<file path="src/acb_pkg.sv">
/*
 * Analog chip bottom shared definitions: code widths, monitor channel map,
 * scaling constants, ring oscillator prescaler table and the ADC state type
 */
package acb_pkg;

   // ------------------------------------------------------------------------
   // Monitoring ADC
   // ------------------------------------------------------------------------

   localparam int unsigned ADC_BITS     = 12;
   localparam int unsigned ADC_MAX_CODE = (1 << ADC_BITS) - 1;
   localparam int unsigned ADC_PTR_BITS = $clog2(ADC_BITS);

   // SAR sequencer states
   typedef enum logic [1:0] {
      ADC_IDLE    = 2'd0,
      ADC_CONVERT = 2'd1,
      ADC_DONE    = 2'd2
   } adc_state_t;

   // ------------------------------------------------------------------------
   // Monitoring multiplexer
   // ------------------------------------------------------------------------

   // Select bus width, bit 0 has no input behind it
   localparam int unsigned MON_CHANNELS = 40;

   localparam int unsigned CAL_DAC_BITS = 12;

   // Channel numbers, counted from 1 like the mux inputs
   localparam int unsigned CH_CAL_MI_A  = 1;
   localparam int unsigned CH_CAL_HI_A  = 2;
   localparam int unsigned CH_BANDGAP   = 10;
   localparam int unsigned CH_IREF      = 11;
   localparam int unsigned CH_CAL_MI_B  = 12;
   localparam int unsigned CH_CAL_HI_B  = 13;
   localparam int unsigned CH_LDO_FIRST = 23;
   localparam int unsigned LDO_MONITORS = 12;

   // Cal DACs span 1.2 V, the ADC reference is 0.9 V
   localparam int unsigned CAL_SCALE_NUM = 4;
   localparam int unsigned CAL_SCALE_DEN = 3;

   localparam int unsigned BANDGAP_CODE = 2730;

   // Reference current code, base plus one step per trim LSB
   localparam int unsigned IREF_TRIM_BITS = 4;
   localparam int unsigned IREF_CODE_BASE = 1792;
   localparam int unsigned IREF_CODE_STEP = 32;

   // ------------------------------------------------------------------------
   // Ring oscillators
   // ------------------------------------------------------------------------

   localparam int unsigned RING_CELLS         = 8;
   localparam int unsigned RING_COUNT_BITS    = 16;
   localparam int unsigned RING_PRESCALE_BITS = 3;

   // CKND0, CKND4, INVD0, INVD4, NAND0, NAND4, NORD0, NORD4
   localparam int unsigned RING_DIV [RING_CELLS] = '{1, 2, 3, 4, 5, 6, 7, 8};

endpackage : acb_pkg

</file>
<file path="src/analog_chip_bottom.sv">
/*
 * Analog chip bottom, digital view: monitoring mux with its ADC and the
 * ring oscillator bank
 */
`timescale 1ns/1ps

module analog_chip_bottom import acb_pkg::*; (
   input  logic                       clk40,
   input  logic                       arst_n,

   // Monitoring mux and ADC
   input  logic                       mon_enable,
   input  logic [MON_CHANNELS-1:0]    mon_vin_sel,
   input  logic [CAL_DAC_BITS-1:0]    dac_cal_hi,
   input  logic [CAL_DAC_BITS-1:0]    dac_cal_mi,
   input  logic [IREF_TRIM_BITS-1:0]  iref_trim,
   input  logic [ADC_BITS-1:0]        mon_ldo [LDO_MONITORS],
   input  logic                       adc_soc,
   output logic                       adc_eoc_b,
   output logic [ADC_BITS-1:0]        adc_out,

   // Ring oscillators
   input  logic                       ring_osc_reset,
   input  logic                       ring_osc_start_stopn,
   input  logic [RING_CELLS-1:0]      ring_osc_en,
   output logic [RING_COUNT_BITS-1:0] ring_osc_count [RING_CELLS]
);

   monitoring i_monitoring (
      .clk40       (clk40),
      .arst_n      (arst_n),
      .mon_enable  (mon_enable),
      .mon_vin_sel (mon_vin_sel),
      .dac_cal_hi  (dac_cal_hi),
      .dac_cal_mi  (dac_cal_mi),
      .iref_trim   (iref_trim),
      .mon_ldo     (mon_ldo),
      .adc_soc     (adc_soc),
      .adc_eoc_b   (adc_eoc_b),
      .adc_out     (adc_out)
   );

   ring_osc_bank i_ring_osc_bank (
      .clk40                (clk40),
      .arst_n               (arst_n),
      .ring_osc_reset       (ring_osc_reset),
      .ring_osc_start_stopn (ring_osc_start_stopn),
      .ring_osc_en          (ring_osc_en),
      .ring_osc_count       (ring_osc_count)
   );

endmodule : analog_chip_bottom

</file>
<file path="src/mon_adc_sar.sv">
/*
 * Monitoring ADC: 12-bit successive-approximation sequencer started by
 * adc_soc, result published with a one-cycle active-low adc_eoc_b strobe
 */
`timescale 1ns/1ps

module mon_adc_sar import acb_pkg::*; (
   input  logic                clk40,
   input  logic                arst_n,
   input  logic                adc_soc,
   input  logic [ADC_BITS-1:0] mon_code,
   output logic                sample,
   output logic                adc_eoc_b,
   output logic [ADC_BITS-1:0] adc_out
);

   adc_state_t              state;
   logic [ADC_PTR_BITS-1:0] bit_ptr;
   logic [ADC_BITS-1:0]     trial;
   logic [ADC_BITS-1:0]     test_code;
   logic [ADC_BITS-1:0]     resolved;

   // Input track-and-hold is open only while idle
   assign sample = (state == ADC_IDLE);

   // Comparator: try the current bit, keep it if the DAC stays below the input
   always_comb begin
      test_code          = trial;
      test_code[bit_ptr] = 1'b1;
      resolved           = (test_code <= mon_code) ? test_code : trial;
   end

   // ------------------------------------------------------------------------
   // Sequencer
   // ------------------------------------------------------------------------

   // SOC edge E0, bits at E1..E12, strobe low from E12 and seen low at E13
   always_ff @(posedge clk40 or negedge arst_n) begin
      if (!arst_n) begin
         state     <= ADC_IDLE;
         bit_ptr   <= '0;
         adc_eoc_b <= 1'b1;
         adc_out   <= '0;
      end else begin
         case (state)
            ADC_IDLE: begin
               adc_eoc_b <= 1'b1;
               if (adc_soc) begin
                  state   <= ADC_CONVERT;
                  bit_ptr <= ADC_PTR_BITS'(ADC_BITS - 1);
               end
            end
            ADC_CONVERT: begin
               if (bit_ptr == '0) begin
                  state     <= ADC_DONE;
                  adc_out   <= resolved;
                  adc_eoc_b <= 1'b0;
               end else begin
                  bit_ptr <= bit_ptr - 1'b1;
               end
            end
            ADC_DONE: begin
               state     <= ADC_IDLE;
               adc_eoc_b <= 1'b1;
            end
            default: begin
               state     <= ADC_IDLE;
               adc_eoc_b <= 1'b1;
            end
         endcase
      end
   end

   // Successive approximation register
   always_ff @(posedge clk40) begin
      if (state == ADC_IDLE) begin
         trial <= '0;
      end else if (state == ADC_CONVERT) begin
         trial <= resolved;
      end
   end

endmodule : mon_adc_sar

</file>
<file path="src/mon_input_select.sv">
/*
 * Monitoring input selector: forms the 12-bit code of every mux channel
 * and holds the lowest selected one while the ADC converts
 */
`timescale 1ns/1ps

module mon_input_select import acb_pkg::*; (
   input  logic                      clk40,
   input  logic                      arst_n,
   input  logic                      mon_enable,
   input  logic [MON_CHANNELS-1:0]   mon_vin_sel,
   input  logic [CAL_DAC_BITS-1:0]   dac_cal_hi,
   input  logic [CAL_DAC_BITS-1:0]   dac_cal_mi,
   input  logic [IREF_TRIM_BITS-1:0] iref_trim,
   input  logic [ADC_BITS-1:0]       mon_ldo [LDO_MONITORS],
   input  logic                      sample,
   output logic [ADC_BITS-1:0]       mon_code
);

   logic [ADC_BITS-1:0] cal_hi_code;
   logic [ADC_BITS-1:0] cal_mi_code;
   logic [ADC_BITS-1:0] iref_code;
   logic [ADC_BITS-1:0] ch_code [MON_CHANNELS];
   logic [ADC_BITS-1:0] sel_code;

   // Map a cal DAC code onto the ADC range, clipped at full scale
   function automatic logic [ADC_BITS-1:0] scale_cal(input logic [CAL_DAC_BITS-1:0] dac_code);
      int unsigned scaled;
      scaled = (32'(dac_code) * CAL_SCALE_NUM) / CAL_SCALE_DEN;
      if (scaled > ADC_MAX_CODE) begin
         return ADC_BITS'(ADC_MAX_CODE);
      end
      return ADC_BITS'(scaled);
   endfunction

   assign cal_hi_code = scale_cal(dac_cal_hi);
   assign cal_mi_code = scale_cal(dac_cal_mi);

   // Untrimmed current plus trim steps, 2272 at most
   assign iref_code = ADC_BITS'(IREF_CODE_BASE + 32'(iref_trim) * IREF_CODE_STEP);

   // ------------------------------------------------------------------------
   // Channel map
   // ------------------------------------------------------------------------

   always_comb begin
      // Sensor and spare channels read zero
      for (int ch = 0; ch < MON_CHANNELS; ch++) begin
         ch_code[ch] = '0;
      end

      ch_code[CH_CAL_MI_A] = cal_mi_code;
      ch_code[CH_CAL_HI_A] = cal_hi_code;
      ch_code[CH_CAL_MI_B] = cal_mi_code;
      ch_code[CH_CAL_HI_B] = cal_hi_code;
      ch_code[CH_BANDGAP]  = ADC_BITS'(BANDGAP_CODE);
      ch_code[CH_IREF]     = iref_code;

      // Shunt-LDO monitors, digital regulator first
      for (int k = 0; k < LDO_MONITORS; k++) begin
         ch_code[CH_LDO_FIRST + k] = mon_ldo[k];
      end
   end

   // ------------------------------------------------------------------------
   // Channel select
   // ------------------------------------------------------------------------

   // Scan downward so the lowest set bit is the last one to write
   always_comb begin
      sel_code = '0;
      for (int ch = MON_CHANNELS - 1; ch >= 1; ch--) begin
         if (mon_vin_sel[ch]) begin
            sel_code = ch_code[ch];
         end
      end
      if (!mon_enable) begin
         sel_code = '0;
      end
   end

   // Tracks the mux while the ADC idles, frozen during a conversion
   always_ff @(posedge clk40 or negedge arst_n) begin
      if (!arst_n) begin
         mon_code <= '0;
      end else if (sample) begin
         mon_code <= sel_code;
      end
   end

endmodule : mon_input_select

</file>
<file path="src/monitoring.sv">
/*
 * Monitoring block: channel selector feeding the SAR ADC, the code is
 * captured at start of conversion
 */
`timescale 1ns/1ps

module monitoring import acb_pkg::*; (
   input  logic                      clk40,
   input  logic                      arst_n,
   input  logic                      mon_enable,
   input  logic [MON_CHANNELS-1:0]   mon_vin_sel,
   input  logic [CAL_DAC_BITS-1:0]   dac_cal_hi,
   input  logic [CAL_DAC_BITS-1:0]   dac_cal_mi,
   input  logic [IREF_TRIM_BITS-1:0] iref_trim,
   input  logic [ADC_BITS-1:0]       mon_ldo [LDO_MONITORS],
   input  logic                      adc_soc,
   output logic                      adc_eoc_b,
   output logic [ADC_BITS-1:0]       adc_out
);

   logic                sample;
   logic [ADC_BITS-1:0] mon_code;

   mon_input_select i_mon_input_select (
      .clk40       (clk40),
      .arst_n      (arst_n),
      .mon_enable  (mon_enable),
      .mon_vin_sel (mon_vin_sel),
      .dac_cal_hi  (dac_cal_hi),
      .dac_cal_mi  (dac_cal_mi),
      .iref_trim   (iref_trim),
      .mon_ldo     (mon_ldo),
      .sample      (sample),
      .mon_code    (mon_code)
   );

   mon_adc_sar i_mon_adc_sar (
      .clk40     (clk40),
      .arst_n    (arst_n),
      .adc_soc   (adc_soc),
      .mon_code  (mon_code),
      .sample    (sample),
      .adc_eoc_b (adc_eoc_b),
      .adc_out   (adc_out)
   );

endmodule : monitoring

</file>
<file path="src/ring_osc_bank.sv">
/*
 * Ring oscillator bank: one gated, prescaled 16-bit counter per
 * standard-cell ring type
 */
`timescale 1ns/1ps

module ring_osc_bank import acb_pkg::*; (
   input  logic                       clk40,
   input  logic                       arst_n,
   input  logic                       ring_osc_reset,
   input  logic                       ring_osc_start_stopn,
   input  logic [RING_CELLS-1:0]      ring_osc_en,
   output logic [RING_COUNT_BITS-1:0] ring_osc_count [RING_CELLS]
);

   // ------------------------------------------------------------------------
   // One prescaler and counter per cell
   // ------------------------------------------------------------------------

   for (genvar g = 0; g < RING_CELLS; g++) begin : g_ring

      // Last prescaler state before the counter steps
      localparam logic [RING_PRESCALE_BITS-1:0] PRESC_LAST =
         RING_PRESCALE_BITS'(RING_DIV[g] - 1);

      logic [RING_PRESCALE_BITS-1:0] presc;
      logic [RING_COUNT_BITS-1:0]    count;
      logic                          running;

      // Gate shared by both stages
      assign running = ring_osc_start_stopn & ring_osc_en[g];

      always_ff @(posedge clk40 or negedge arst_n) begin
         if (!arst_n) begin
            presc <= '0;
            count <= '0;
         end else if (ring_osc_reset) begin
            presc <= '0;
            count <= '0;
         end else if (running) begin
            if (presc == PRESC_LAST) begin
               presc <= '0;
               // Free-running, wraps at full scale
               count <= count + 1'b1;
            end else begin
               presc <= presc + 1'b1;
            end
         end
      end

      assign ring_osc_count[g] = count;

   end : g_ring

endmodule : ring_osc_bank

</file>
<file path="config.mk">
export PLATFORM = sky130hd
export DESIGN_NAME = analog_chip_bottom
export DESIGN_NICKNAME = d
export VERILOG_FILES = /design/src/acb_pkg.sv /design/src/analog_chip_bottom.sv /design/src/mon_adc_sar.sv /design/src/mon_input_select.sv /design/src/monitoring.sv /design/src/ring_osc_bank.sv
export SDC_FILE = /design/constraint.sdc
export NUM_CORES = 1
export LEC_CHECK = 0
export BUFFER_PORTS_ARGS = -buffer_cell sky130_fd_sc_hd__buf_2
export CELL_PAD_IN_SITES_DETAIL_PLACEMENT = 0
export CELL_PAD_IN_SITES_GLOBAL_PLACEMENT = 1
export CORE_ASPECT_RATIO = 1.75
export CORE_MARGIN = 2
export CORE_UTILIZATION = 44
export CTS_BUF_LIST = sky130_fd_sc_hd__clkbuf_4
export DETAILED_ROUTE_END_ITERATION = 7
export HOLD_SLACK_MARGIN = 0.02
export PLACE_DENSITY = 0.91
export SLEW_MARGIN = 5
export SYNTH_ARGS = -nofsm -noshare
export SYNTH_HDL_FRONTEND = slang
export SYNTH_SLANG_ARGS = --single-unit
</file>
<file path="constraint.sdc">
create_clock -name clk40 -period 4.1 [get_ports clk40]
set_input_delay 0.205 -clock clk40 [delete_from_list [all_inputs] [get_ports clk40]]
set_output_delay 0.205 -clock clk40 [all_outputs]
set_load 0.01 [all_outputs]
</file>
==> results of run 1 <==
-- power by group through the flow --
stage          registers, mW  logic, mW  clock network, mW
2_1_floorplan           2.29       1.56                  0
3_3_place_gp            2.29       2.50                  0
3_5_place_dp            2.30       2.56                  0
4_1_cts                 2.27       2.67               1.09
5_1_grt                 2.29       3.03               1.16
6_report                2.27       2.74               1.07
-- metal layers --
layer	part of all wire, %	vias to the layer above	wire length, um
li1	-	7553	-
met2	54	564	26230
met4	7.0	0	3413
met5	0	-	0
met1	35	7359	17060
met3	4.4	137	2145
-- flip-flops by register name (all words and copies together) (netlist names) --
name / flops
i_monitoring.i_mon_adc_sar.state: 2
i_monitoring.i_mon_adc_sar.adc_out: 12
i_monitoring.i_mon_adc_sar.bit_ptr: 4
i_ring_osc_bank.g_ring.presc: 24
i_ring_osc_bank.g_ring.count: 128
i_monitoring.i_mon_adc_sar.trial: 12
i_monitoring.i_mon_adc_sar.adc_eoc_b: 1
i_monitoring.i_mon_input_select.mon_code: 12
-- stage by stage --
stage | utilization [%] | instance area [um2] | TNS [ns] | hold WS (ns)
after global placement | 54.52 | 17890 | -3.209 | 0.3793
after global routing | 57.47 | 18860 | -1.102 | 0.05332
after floorplan | - | 14680 | -2.217 | -0.09059
after CTS | 56.81 | 18640 | -0.4866 | 0.02078
final | 57.47 | 18860 | -0.6333 | 0.05884
after detailed placement | 54.52 | 17890 | -3.529 | 0.3933
-- cell type report --
class,instances,area (um2)
clock buffers,17,127.6
repair buffers,574,3553
multi-input cells,1480,9488
well taps,405,506.7
fillers,3009,13950
clock inverters,15,162.7
inverters,52,195.2
diodes,1,2.502
flip-flops and latches,195,4821
-- worst min path at each step --
stage,end,slack [ns]
2_1_floorplan,i_monitoring.i_mon_adc_sar.adc_out[0],-0.09
3_3_place_gp,i_ring_osc_bank.g_ring[3].count[12],0.38
3_5_place_dp,i_ring_osc_bank.g_ring[3].count[12],0.39
4_1_cts,i_monitoring.i_mon_input_select.mon_code[6],0.02
5_1_grt,i_ring_osc_bank.g_ring[4].presc[2],0.05
6_report,i_ring_osc_bank.g_ring[7].presc[2],0.06
-- cell usage in the layout (no fill, tap or decap), drive strengths merged, types with 27 or more instances in the layout --
cell,synthesis,layout
xnor2,39,39
nand3,73,73
nor3,44,44
buf,31,559
inv,49,58
a21oi,138,138
nor2,232,232
o21ai,137,137
nand4,28,28
mux2i,51,51
a21o,27,27
nand2,217,217
ha,38,38
xor2,84,84
dfrtp,182,182
-- logic make-up after synthesis --
| group | after synthesis |
|---|---|
| AOI/OAI and AO/OA | 500 |
| adders and majority gates | 39 |
| xor gates and xnor gates | 123 |
| DFF | 195 |
| muxes | 55 |
| and+or+nand+nor | 763 |
| buffers and inverters | 158 |
-- worst max-delay path: cells and delay by family --
kind / cells / cell delay [ns]
AOI/OAI and AO/OA: 13 / 2.63
xor gates and xnor gates: 1 / 0.17
adders and majority gates: 3 / 0.80
buffers and inverters: 1 / 0.10
and+or+nand+nor: 5 / 0.96
-- what timing repair did --
item	in CTS	in global routing
resized for setup	40	33
gates cloned	0	0
pin swaps	20	23
setup buffers	17	6
hold buffers	14	0
endpoints found under the hold margin	141	0
endpoints found under the setup margin	3	4
==> impl_results.md, run 1 <==
* Worst min path class: in2reg
* Post-route ant nets at 0
* Non-Filler Instances at between 2000 and 3000
* Routability congestion estimate at around 1
* Worst EP required at around 4.6 ns
* Vias/cell at 5.700
* Tot Pwr at between 6 and 7 mW
* Vias at between 15000 and 20000
* Top cells by area, synth: dfrtp_1, nor2_1, nand2_1
* Post-Synth Adder-Cell Area at under 10%
* Critical path class: in2reg
* Crit. Startpoint: dac_cal_mi[10]
* Die width at 141.7 um
* Psw at 2.404 mW
* RSZ-0062 raised after global routing: yes
* TritonCTS Sinks at 195
* Cell Pwr Density at approximately 320 nW/um2
* Die area at ~35000 um2
* Starting DRT DRC Count at approximately 820
* Post-synth top area share at just over 30%
* Synth Register Bits at slightly below 200
* Library cells used by synthesis at between 100 and 150
* Seq/Total Area, Yosys at 33.01%
* Clock Latency Late Sink at 0.63 ns
* Setup slack at placement at -1.144 ns
* Dpl hpwl at a little under 40 mm
* Met2 usage at 54.38%
* Area leader, netlist: dfrtp_1
* Final nets at approximately 2600
* Xor and xnor area share after synthesis at under 10%
* Leak at 9.125 nW
* CTS Buf Count at 17
* Post-Syn Instances at between 1500 and 2000
* Least-Margin Pin Slew at around 0.95 ns
* Internal power at approximately 3.7 mW
* Routed len/inst at between 15 and 20 um
* RR Startpoint: i_monitoring.i_mon_adc_sar.bit_ptr[0]
* CP Launch Type: input pin
* First-pass GRT wire length at 77.92 mm
* Clock period minus worst slack at between 4 and 5 ns
* Setup crit end: i_monitoring.i_mon_input_select.mon_code[0]
* Compound-cell area share of the yosys netlist at 22.58%
* Clk buf depth at 2
* Sequential power share at a little under two fifths
* H-Tree Depth at 4
* Arrival @ worst endpoint at 4.88 ns
* Comb pwr share at between 40% and 50%
* Final WL at 48.86 mm
* Met1 Usage GRT at ~27%
* Met3 Use GR at between 3 and 4%
* IO buf count at 360
* Switching share of power at between 30% and 40%
* Peak supply drop at between 200 and 250 uV
* MaxCap Viol Count at 0
* Final worst setup slack at -0.2660 ns
* Worst-path clk slew at approximately 0.18 ns
* Clock skew at 0.03335 ns
* Starting Density at 44.51%
* Synth Flop Type: dfrtp_1
* Largest net degree at the start of global routing at a little over 100
* Syn Area/Cell at 7.967 um2
* Period Utilization, post-route at 106.5%
* CTS tree: built
* GR peak layer: met2
* RR Endpoint: i_monitoring.i_mon_adc_sar.trial[4]
* Worst Hold Launch: ring_osc_start_stopn
* Crit Path Max Fanout at 7
* Post-synth EDFFs at 0
* GRT Total Usage at 27.90%
* Overall die height at 245.0 um
* Most frequent cell after synthesis: nor2_1
* Final Max Tran Viols at 0
* # setup viols final at 3
* CP cell instances: buf_6 -> ha_4 -> and3b_2 -> a221o_1 -> or4_4 -> a41o_1 -> o211ai_1 -> nand3_1 -> a32o_2 -> a211oi_4 -> o21ai_2 -> a21oi_2 -> nand2_2 -> xnor2_2 -> ha_4 -> o311ai_2 -> o21ai_2 -> ha_2 -> nand2_1 -> a211oi_2 -> o211ai_1 -> o31ai_2 -> a22oi_2
* Site Rows at just under 90
* Synth Area in Simple Gates at 25.38%
* R2R depth at 16
* Vias in the first global route at roughly 15000
* Worst path slowest cell: or4_4
* Synthesized area at 14600 um2
* Final Hold Fails at 0
* Yosys warns at 0
* Fmax at roughly 0.23 GHz
* Crit path largest cell delay at 0.46 ns
* Hold Path Cell Cnt at 3
* Largest family of logic cells by synthesized area: simple AND/OR/NAND/NOR gates
* Placed cell count at 2669
* Clock network fraction of total power at 17.5%
* Layout cells sized above 1 at between 20% and 30%
* Relative slew slack at between 30% and 40%
* Synth cell count leaders: nor2_1, nand2_1, dfrtp_1
* Grt ovf at 0
* Post-synth ARST share at ~94%
* Area Overhead vs Synth at 29.12%
* IO Pins at between 300 and 400
* DR pass1 iterations at 5
* Initial antenna violation count at 1
* Outcome: finished with violations
* Root buffer cell: clkbuf_4
* Syn_nets at approximately 2100
* Failing checks: setup timing
* Mux share of post-synthesis cell area at under 10%
* Register-to-register setup slack at ~1 ns
* Core area at 32810 um2
* Crit end category: register
* # DRC at 0
Note: power is estimated with default switching activity, not from simulation.
==> run 2: changes to the inputs <==
HOLD_SLACK_MARGIN = default   (was 0.02)
SKIP_CTS_REPAIR_TIMING = 1   (was default)
SKIP_LAST_GASP = 1   (was default)
==> run 2 against run 1 <==
  * The run still ends with setup timing left
  * Cell area decreased by 1.0%
  * Combinational power decreased by 3%
  * Cell count fell by 0.51%
  * Flip-flop and latch count is the same
  * Setup slack lost 0.077 ns
  * Largest power group unchanged
  * Highest routed layer unchanged
==> impl_results.md, run 2 (synthesis gave the netlist of run 1 again) <==
* RR Endpoint: i_monitoring.i_mon_adc_sar.trial[4]
* Fin util at 56.89% (-0.58 points)
* Clock network fraction of total power at 17.7% (+0.2 points)
* Reg area at 4821 um2 (unchanged)
* GRT Total Usage at 27.40% (-0.49 points)
* Psw at 2.384 mW (-0.85%)
* Post-route ant nets at 0 (unchanged)
* Critical path class: in2reg
* Final worst setup slack at -0.3429 ns (-0.07681 ns)
* Largest delay share family, worst path: compound AO/OA/AOI/OAI gates
* CTS Buf Count at 17 (unchanged)
* Routability congestion estimate at 0.9740 (unchanged)
* Period Utilization, post-route at 108.4% (+1.9 points)
* Comb pwr share at 44.5% (-0.6 points)
* Die width at 141.7 um (unchanged)
* Largest register FFs at 128 (unchanged)
* Clock skew at 0.03395 ns (+0.0005990 ns)
* RSZ-0062 raised after global routing: yes
* Register-to-register setup slack at 1.00 ns (about the same)
* Starting Density at 44.51% (unchanged)
* # DRC at 0 (unchanged)
* Layout cells sized above 1 at 29.41% (-0.47 points)
* CP Launch Type: input pin
* IO Pins at 367 (unchanged)
* Arrival @ worst endpoint at 4.95 ns (+0.07 ns)
* Leak at 9.027 nW (-1.1%)
* Worst path slowest cell: or3b_4
* Final Hold Fails at 0 (unchanged)
* Dpl hpwl at 39.12 mm (unchanged)
* Least-Margin Pin Slew at 0.9524 ns (+0.007231 ns)
* H-Tree Depth at 4 (unchanged)
* TNS Setup at -0.5401 ns (+0.09321 ns)
* Cell Pwr Density at 321.6 nW/um2 (-0.15%)
* Routed len/inst at 17.84 um (about the same)
* Worst-path clk slew at 0.18 ns (about the same)
* Grt ovf at 0 (unchanged)
* Vias in the first global route at 15230 (-1.5%)
* Worst Hold Launch: iref_trim[2]
* Internal power at 3.620 mW (-1.4%)
* Peak supply drop at 198.9 uV (-0.86%)
* Worst min path class: in2reg
* DR pass1 iterations at 7 (+2)
* Root buffer cell: clkbuf_4
* Die area at 34720 um2 (unchanged)
* Fmax at 0.2251 GHz (-1.7%)
* Clk buf depth at 2 (unchanged)
* Crit end category: register
* Crit Path Max Fanout at 7 (unchanged)
* Tot Pwr at 6.003 mW (-1.2%)
* R2R depth at 16 (unchanged)
* Placed cell count at 2669 (unchanged)
* Setup slack at placement at -1.144 ns (unchanged)
* CTS tree: built
* Site Rows at 88 (unchanged)
* Overall die height at 245.0 um (unchanged)
* Clock period minus worst slack at 4.443 ns (+0.07681 ns)
* Largest Register: i_ring_osc_bank.g_ring.count
* Failing checks: setup timing
* Starting DRT DRC Count at 823 (unchanged)
* Crit path largest cell delay at 0.41 ns (-0.05 ns)
* Core area at 32810 um2 (unchanged)
* Outcome: finished with violations
* Sequential power share at 37.8% (+0.5 points)
* Final nets at 2570 (-0.54%)
* Switching share of power at 39.71% (+0.12 points)
* Final WL at 48.61 mm (-0.49%)
* Commonest non-fill, non-tap cell in the layout: buf_2
* IO buf count at 360 (unchanged)
* MaxCap Viol Count at 0 (unchanged)
* Regs by FF count: i_ring_osc_bank.g_ring.count (128), i_ring_osc_bank.g_ring.presc (24)
* # setup viols final at 2 (-1)
* Stages on worst setup path at 25 (+8.7%)
* RR Startpoint: i_monitoring.i_mon_adc_sar.bit_ptr[0]
* Area Overhead vs Synth at 27.82%
* Vias/cell at 5.705 (about the same)
* First-pass GRT wire length at 76.51 mm (-1.8%)
* TritonCTS Sinks at 195 (unchanged)
* Crit-path most repeated cell: o21ai_2
* Most frequent cells in the layout: buf_2, nor2_1, nand2_1
* Crit. Startpoint: dac_cal_mi[11]
* Vias at 15550 (-0.44%)
* Initial antenna violation count at 1 (unchanged)
* Final Max Tran Viols at 0 (unchanged)
* Worst EP required at 4.61 ns (about the same)
* Layout fillers at 3042 (+1.1%)
* Multi-input logic area at 9444 um2 (-0.46%)
* Crit path buf inv count at 2 (+1)
* Non-Filler Instances at 2725 (-0.51%)
* Setup crit end: i_monitoring.i_mon_input_select.mon_code[0]
* Largest net degree at the start of global routing at 101 (unchanged)
* Relative slew slack at 36.27% (-0.48 points)
* Clock Latency Late Sink at 0.62 ns (about the same)
==> run 2: changes by cell type in the layout (fill, tap and decap cells not counted), sizes merged <==
cell | previous run | this run
clkbuf | 18 | 17
buf | 559 | 548
dlygate4sd3 | 14 | 12
==> run 2: worst min-delay path by stage <==
stage                                                              to  cells past startpoint
after detailed placement          i_ring_osc_bank.g_ring[3].count[12]                      1
after global placement            i_ring_osc_bank.g_ring[3].count[12]                      1
after floorplan                 i_monitoring.i_mon_adc_sar.adc_out[0]                      0
after global routing      i_monitoring.i_mon_input_select.mon_code[7]                      5
after CTS                         i_ring_osc_bank.g_ring[3].count[14]                      1
final                     i_monitoring.i_mon_input_select.mon_code[7]                      5
==> run 2: layout make-up <==
cell class,count,area share (%)
Multi-Input combinational cell,1480,50.59
Sequential cell,195,25.83
Timing Repair Buffer,560,18.25
Tap cell,405,2.715
Inverter,52,1.046
Clock inverter,15,0.8714
Clock buffer,17,0.6837
Antenna cell,1,0.01341
==> run 2: power groups by stage <==
stage / Clock [mW] / Combinational (mW) / Sequential (mW)
after detailed placement: 0 / 2.56 / 2.30
after global routing: 1.16 / 2.96 / 2.29
after global placement: 0 / 2.50 / 2.29
after floorplan: 0 / 1.56 / 2.29
final: 1.06 / 2.67 / 2.27
after CTS: 1.09 / 2.57 / 2.27
==> run 2: per-layer routing <==
layer  GRT usage, %  part of all wire [%]  vias up
met1          26.60                    35     7328
met2          53.46                    54      546
met3          3.648                   4.3      136
met4          16.97                   7.0        0
li1               -                     -     7535
met5              0                     0        -
==> run 2: stage by stage <==
step	hold slack, ns	area (um2)
floorplan	-0.09059	14680
global placement	0.3793	17890
detailed placement	0.3933	17890
CTS	-0.3094	18180
global route	0.02129	18670
finish	0.01680	18670
==> run 2: worst reg2reg max path, cell delays in order (launching register included) <==
cell	delay (ns)
dfrtp_1	0.48
inv_1	0.12
ha_1	0.29
and2_1	0.22
nor2_1	0.20
ha_1	0.18
nor2b_1	0.04
o21ai_0	0.14
nand2b_1	0.08
a21oi_1	0.15
o21ai_0	0.09
o22ai_1	0.14
buf_4	0.18
and2_1	0.31
and2_1	0.25
a21oi_1	0.10
nor2_1	0.09
==> run 3: changes to the inputs <==
CORE_ASPECT_RATIO = 1.5   (was 1.75)
MAX_ROUTING_LAYER = met4   (was default)
==> run 3 against run 2 <==
  * The run still ends with setup timing left
  * Clock power about the same
  * Critical path type unchanged
  * Core utilization up 0.22 points
  * Clock skew down 0.0035 ns
  * Sequential power about the same
  * First-iteration DRC count down 8.9%
  * Sequential share of layout area about the same
  * Count of clock-buffer cells in the layout up 1
  * Setup slack worse by 0.050 ns
==> impl_results.md, run 3 (synthesis gave the netlist of run 1 again) <==
* Outcome: finished with violations
* Failing checks: setup timing
* Core area at 32630 um2 (-0.54%)
* DR pass1 iterations at 6 (-1)
* CP Launch Type: input pin
* Vias in the first global route at 14990 (-1.6%)
* Multi-input logic area at 9444 um2 (unchanged)
* Final nets at 2567 (-0.12%)
* Non-Filler Instances at 2733 (+0.29%)
* Largest register FFs at 128 (unchanged)
* Clk buf depth at 2 (unchanged)
* Layout cells sized above 1 at 29.32% (-0.091 points)
* Period Utilization, post-route at 109.6% (+1.2 points)
* # DRC at 0 (unchanged)
* Starting Density at 44.75% (+0.24 points)
* Area Overhead vs Synth at 27.62%
* Final WL at 47.25 mm (-2.8%)
* First-pass GRT wire length at 74.51 mm (-2.6%)
* Post-route ant nets at 0 (unchanged)
* Clock period minus worst slack at 4.493 ns (+0.05044 ns)
* Fin util at 57.11% (+0.22 points)
* Worst min path class: in2reg
* Crit end category: register
* Dpl hpwl at 37.93 mm (-3.0%)
* Routed len/inst at 17.29 um (-3.1%)
* Vias/cell at 5.682 (-0.39%)
* Routability congestion estimate at 1.074 (+10%)
* Reg area at 4821 um2 (unchanged)
* Root buffer cell: clkbuf_4
* Clock Latency Late Sink at 0.63 ns (about the same)
* Regs by FF count: i_ring_osc_bank.g_ring.count (128), i_ring_osc_bank.g_ring.presc (24)
* Peak supply drop at 227.0 uV (+14%)
* Final worst setup slack at -0.3933 ns (-0.05044 ns)
* CTS Buf Count at 17 (unchanged)
* Worst path slowest cell: or4_4
* Clock skew at 0.03044 ns (-0.003508 ns)
* Tot Pwr at 5.962 mW (-0.70%)
* Die area at 34690 um2 (about the same)
* Worst EP required at 4.62 ns (about the same)
* H-Tree Depth at 4 (unchanged)
* Critical path class: in2reg
* Grt ovf at 0 (unchanged)
* Crit Path Max Fanout at 7 (unchanged)
* Relative slew slack at 35.96% (-0.31 points)
* Most frequent cells in the layout: buf_2, nor2_1, nand2_1
* Initial antenna violation count at 2 (+1)
* IO buf count at 360 (unchanged)
* Commonest non-fill, non-tap cell in the layout: buf_2
* Arrival @ worst endpoint at 5.01 ns (+0.06 ns)
* Final Max Tran Viols at 0 (unchanged)
* Least-Margin Pin Slew at 0.9518 ns (-0.0005815 ns)
* Vias at 15530 (-0.096%)
* Die width at 152.8 um (+7.8%)
* Starting DRT DRC Count at 750 (-8.9%)
* # setup viols final at 2 (unchanged)
* Layout fillers at 3057 (+0.49%)
* Cell Pwr Density at 319.9 nW/um2 (-0.54%)
* RSZ-0062 raised after global routing: yes
* Largest net degree at the start of global routing at 103 (+2.0%)
* TritonCTS Sinks at 195 (unchanged)
* MaxCap Viol Count at 0 (unchanged)
* Fmax at 0.2226 GHz (-1.1%)
* Site Rows at 81 (-8.0%)
* Overall die height at 227.1 um (-7.3%)
* Crit path largest cell delay at 0.45 ns (+0.04 ns)
* Leak at 9.006 nW (-0.23%)
* DR top layer: met4
* Met3 WL at 2.373 mm (+15%)
* Routed wl met2 at 24.67 mm (-5.2%)
* Final Hold Fails at 0 (unchanged)
* CTS tree: built
* M1 WL at 17.28 mm (+1.1%)
* Largest Register: i_ring_osc_bank.g_ring.count
* GRT Total Usage at 27.16% (-0.24 points)
* Placed cell count at 2682 (+0.49%)
* Worst-path clk slew at 0.18 ns (about the same)
* IO Pins at 367 (unchanged)
-- run 3: changes by cell type in the layout (fill, tap and decap cells not counted), sizes merged --
cell,delta
diode,+1
clkinv,+2
inv,-2
clkbuf,+1
clkinvlp,-1
buf,-2
dlygate4sd3,-1
-- run 3: critical path: cells and delay by family --
| kind | cells | cell delay, ns |
|---|---|---|
| and+or+nand+nor | 9 | 1.64 |
| AOI/OAI and AO/OA | 12 | 1.99 |
| adders and majority gates | 3 | 0.77 |
| xor gates and xnor gates | 1 | 0.16 |
| buffers and inverters | 2 | 0.25 |
-- run 3: cell type report --
class / count / share of cell area (%)
Multi-Input combinational cell: 1480 / 50.67
Inverter: 52 / 1.047
Clock buffer: 18 / 0.7250
Tap cell: 415 / 2.786
Clock inverter: 14 / 0.8861
Sequential cell: 195 / 25.87
Antenna cell: 2 / 0.02685
Timing Repair Buffer: 557 / 17.99
-- run 3: final timing paths --
path,from,endpoint,slack [ns],cells past startpoint
max,dac_cal_mi[11],i_monitoring.i_mon_input_select.mon_code[0],-0.39,27
max reg2reg,i_monitoring.i_mon_adc_sar.bit_ptr[1],i_monitoring.i_mon_adc_sar.trial[7],0.84,13
min,ring_osc_reset,i_ring_osc_bank.g_ring[1].count[14],0.02,2
max in group asynchronous,arst_n,i_monitoring.i_mon_input_select.mon_code[9],2.84,3
min reg2reg,i_monitoring.i_mon_adc_sar.adc_eoc_b,i_monitoring.i_mon_adc_sar.adc_eoc_b,0.48,2
min in group asynchronous,arst_n,i_ring_osc_bank.g_ring[6].count[9],0.24,2
-- run 3: metal layers --
layer / GRT usage (%) / vias up
li1: - / 7529
met1: 27.96 / 7296
met2: 49.82 / 565
met3: 3.446 / 140
met4: 15.62 / 0
met5: - / -
-- run 3: stage by stage --
stage	setup slack, ns	cell area [um2]	TNS, ns	hold slack [ns]
floorplan	-0.9311	14680	-2.217	-0.09059
global placement	-1.095	17900	-3.294	0.3717
detailed placement	-1.161	17900	-3.578	0.3751
CTS	-0.4703	18200	-0.7934	-0.3415
global route	-0.5380	18640	-0.9937	0.002123
finish	-0.3933	18640	-0.6279	0.01802
-- run 3: where the power goes --
| group | leakage [nW] | total (mW) | internal, mW | switching [mW] |
|---|---|---|---|---|
| Clock | 0.162 | 1.08 | 0.340 | 0.737 |
| Combinational | 6.24 | 2.62 | 1.14 | 1.48 |
| Sequential | 2.60 | 2.26 | 2.12 | 0.144 |
| Total | 9.01 | 5.96 | 3.60 | 2.36 |
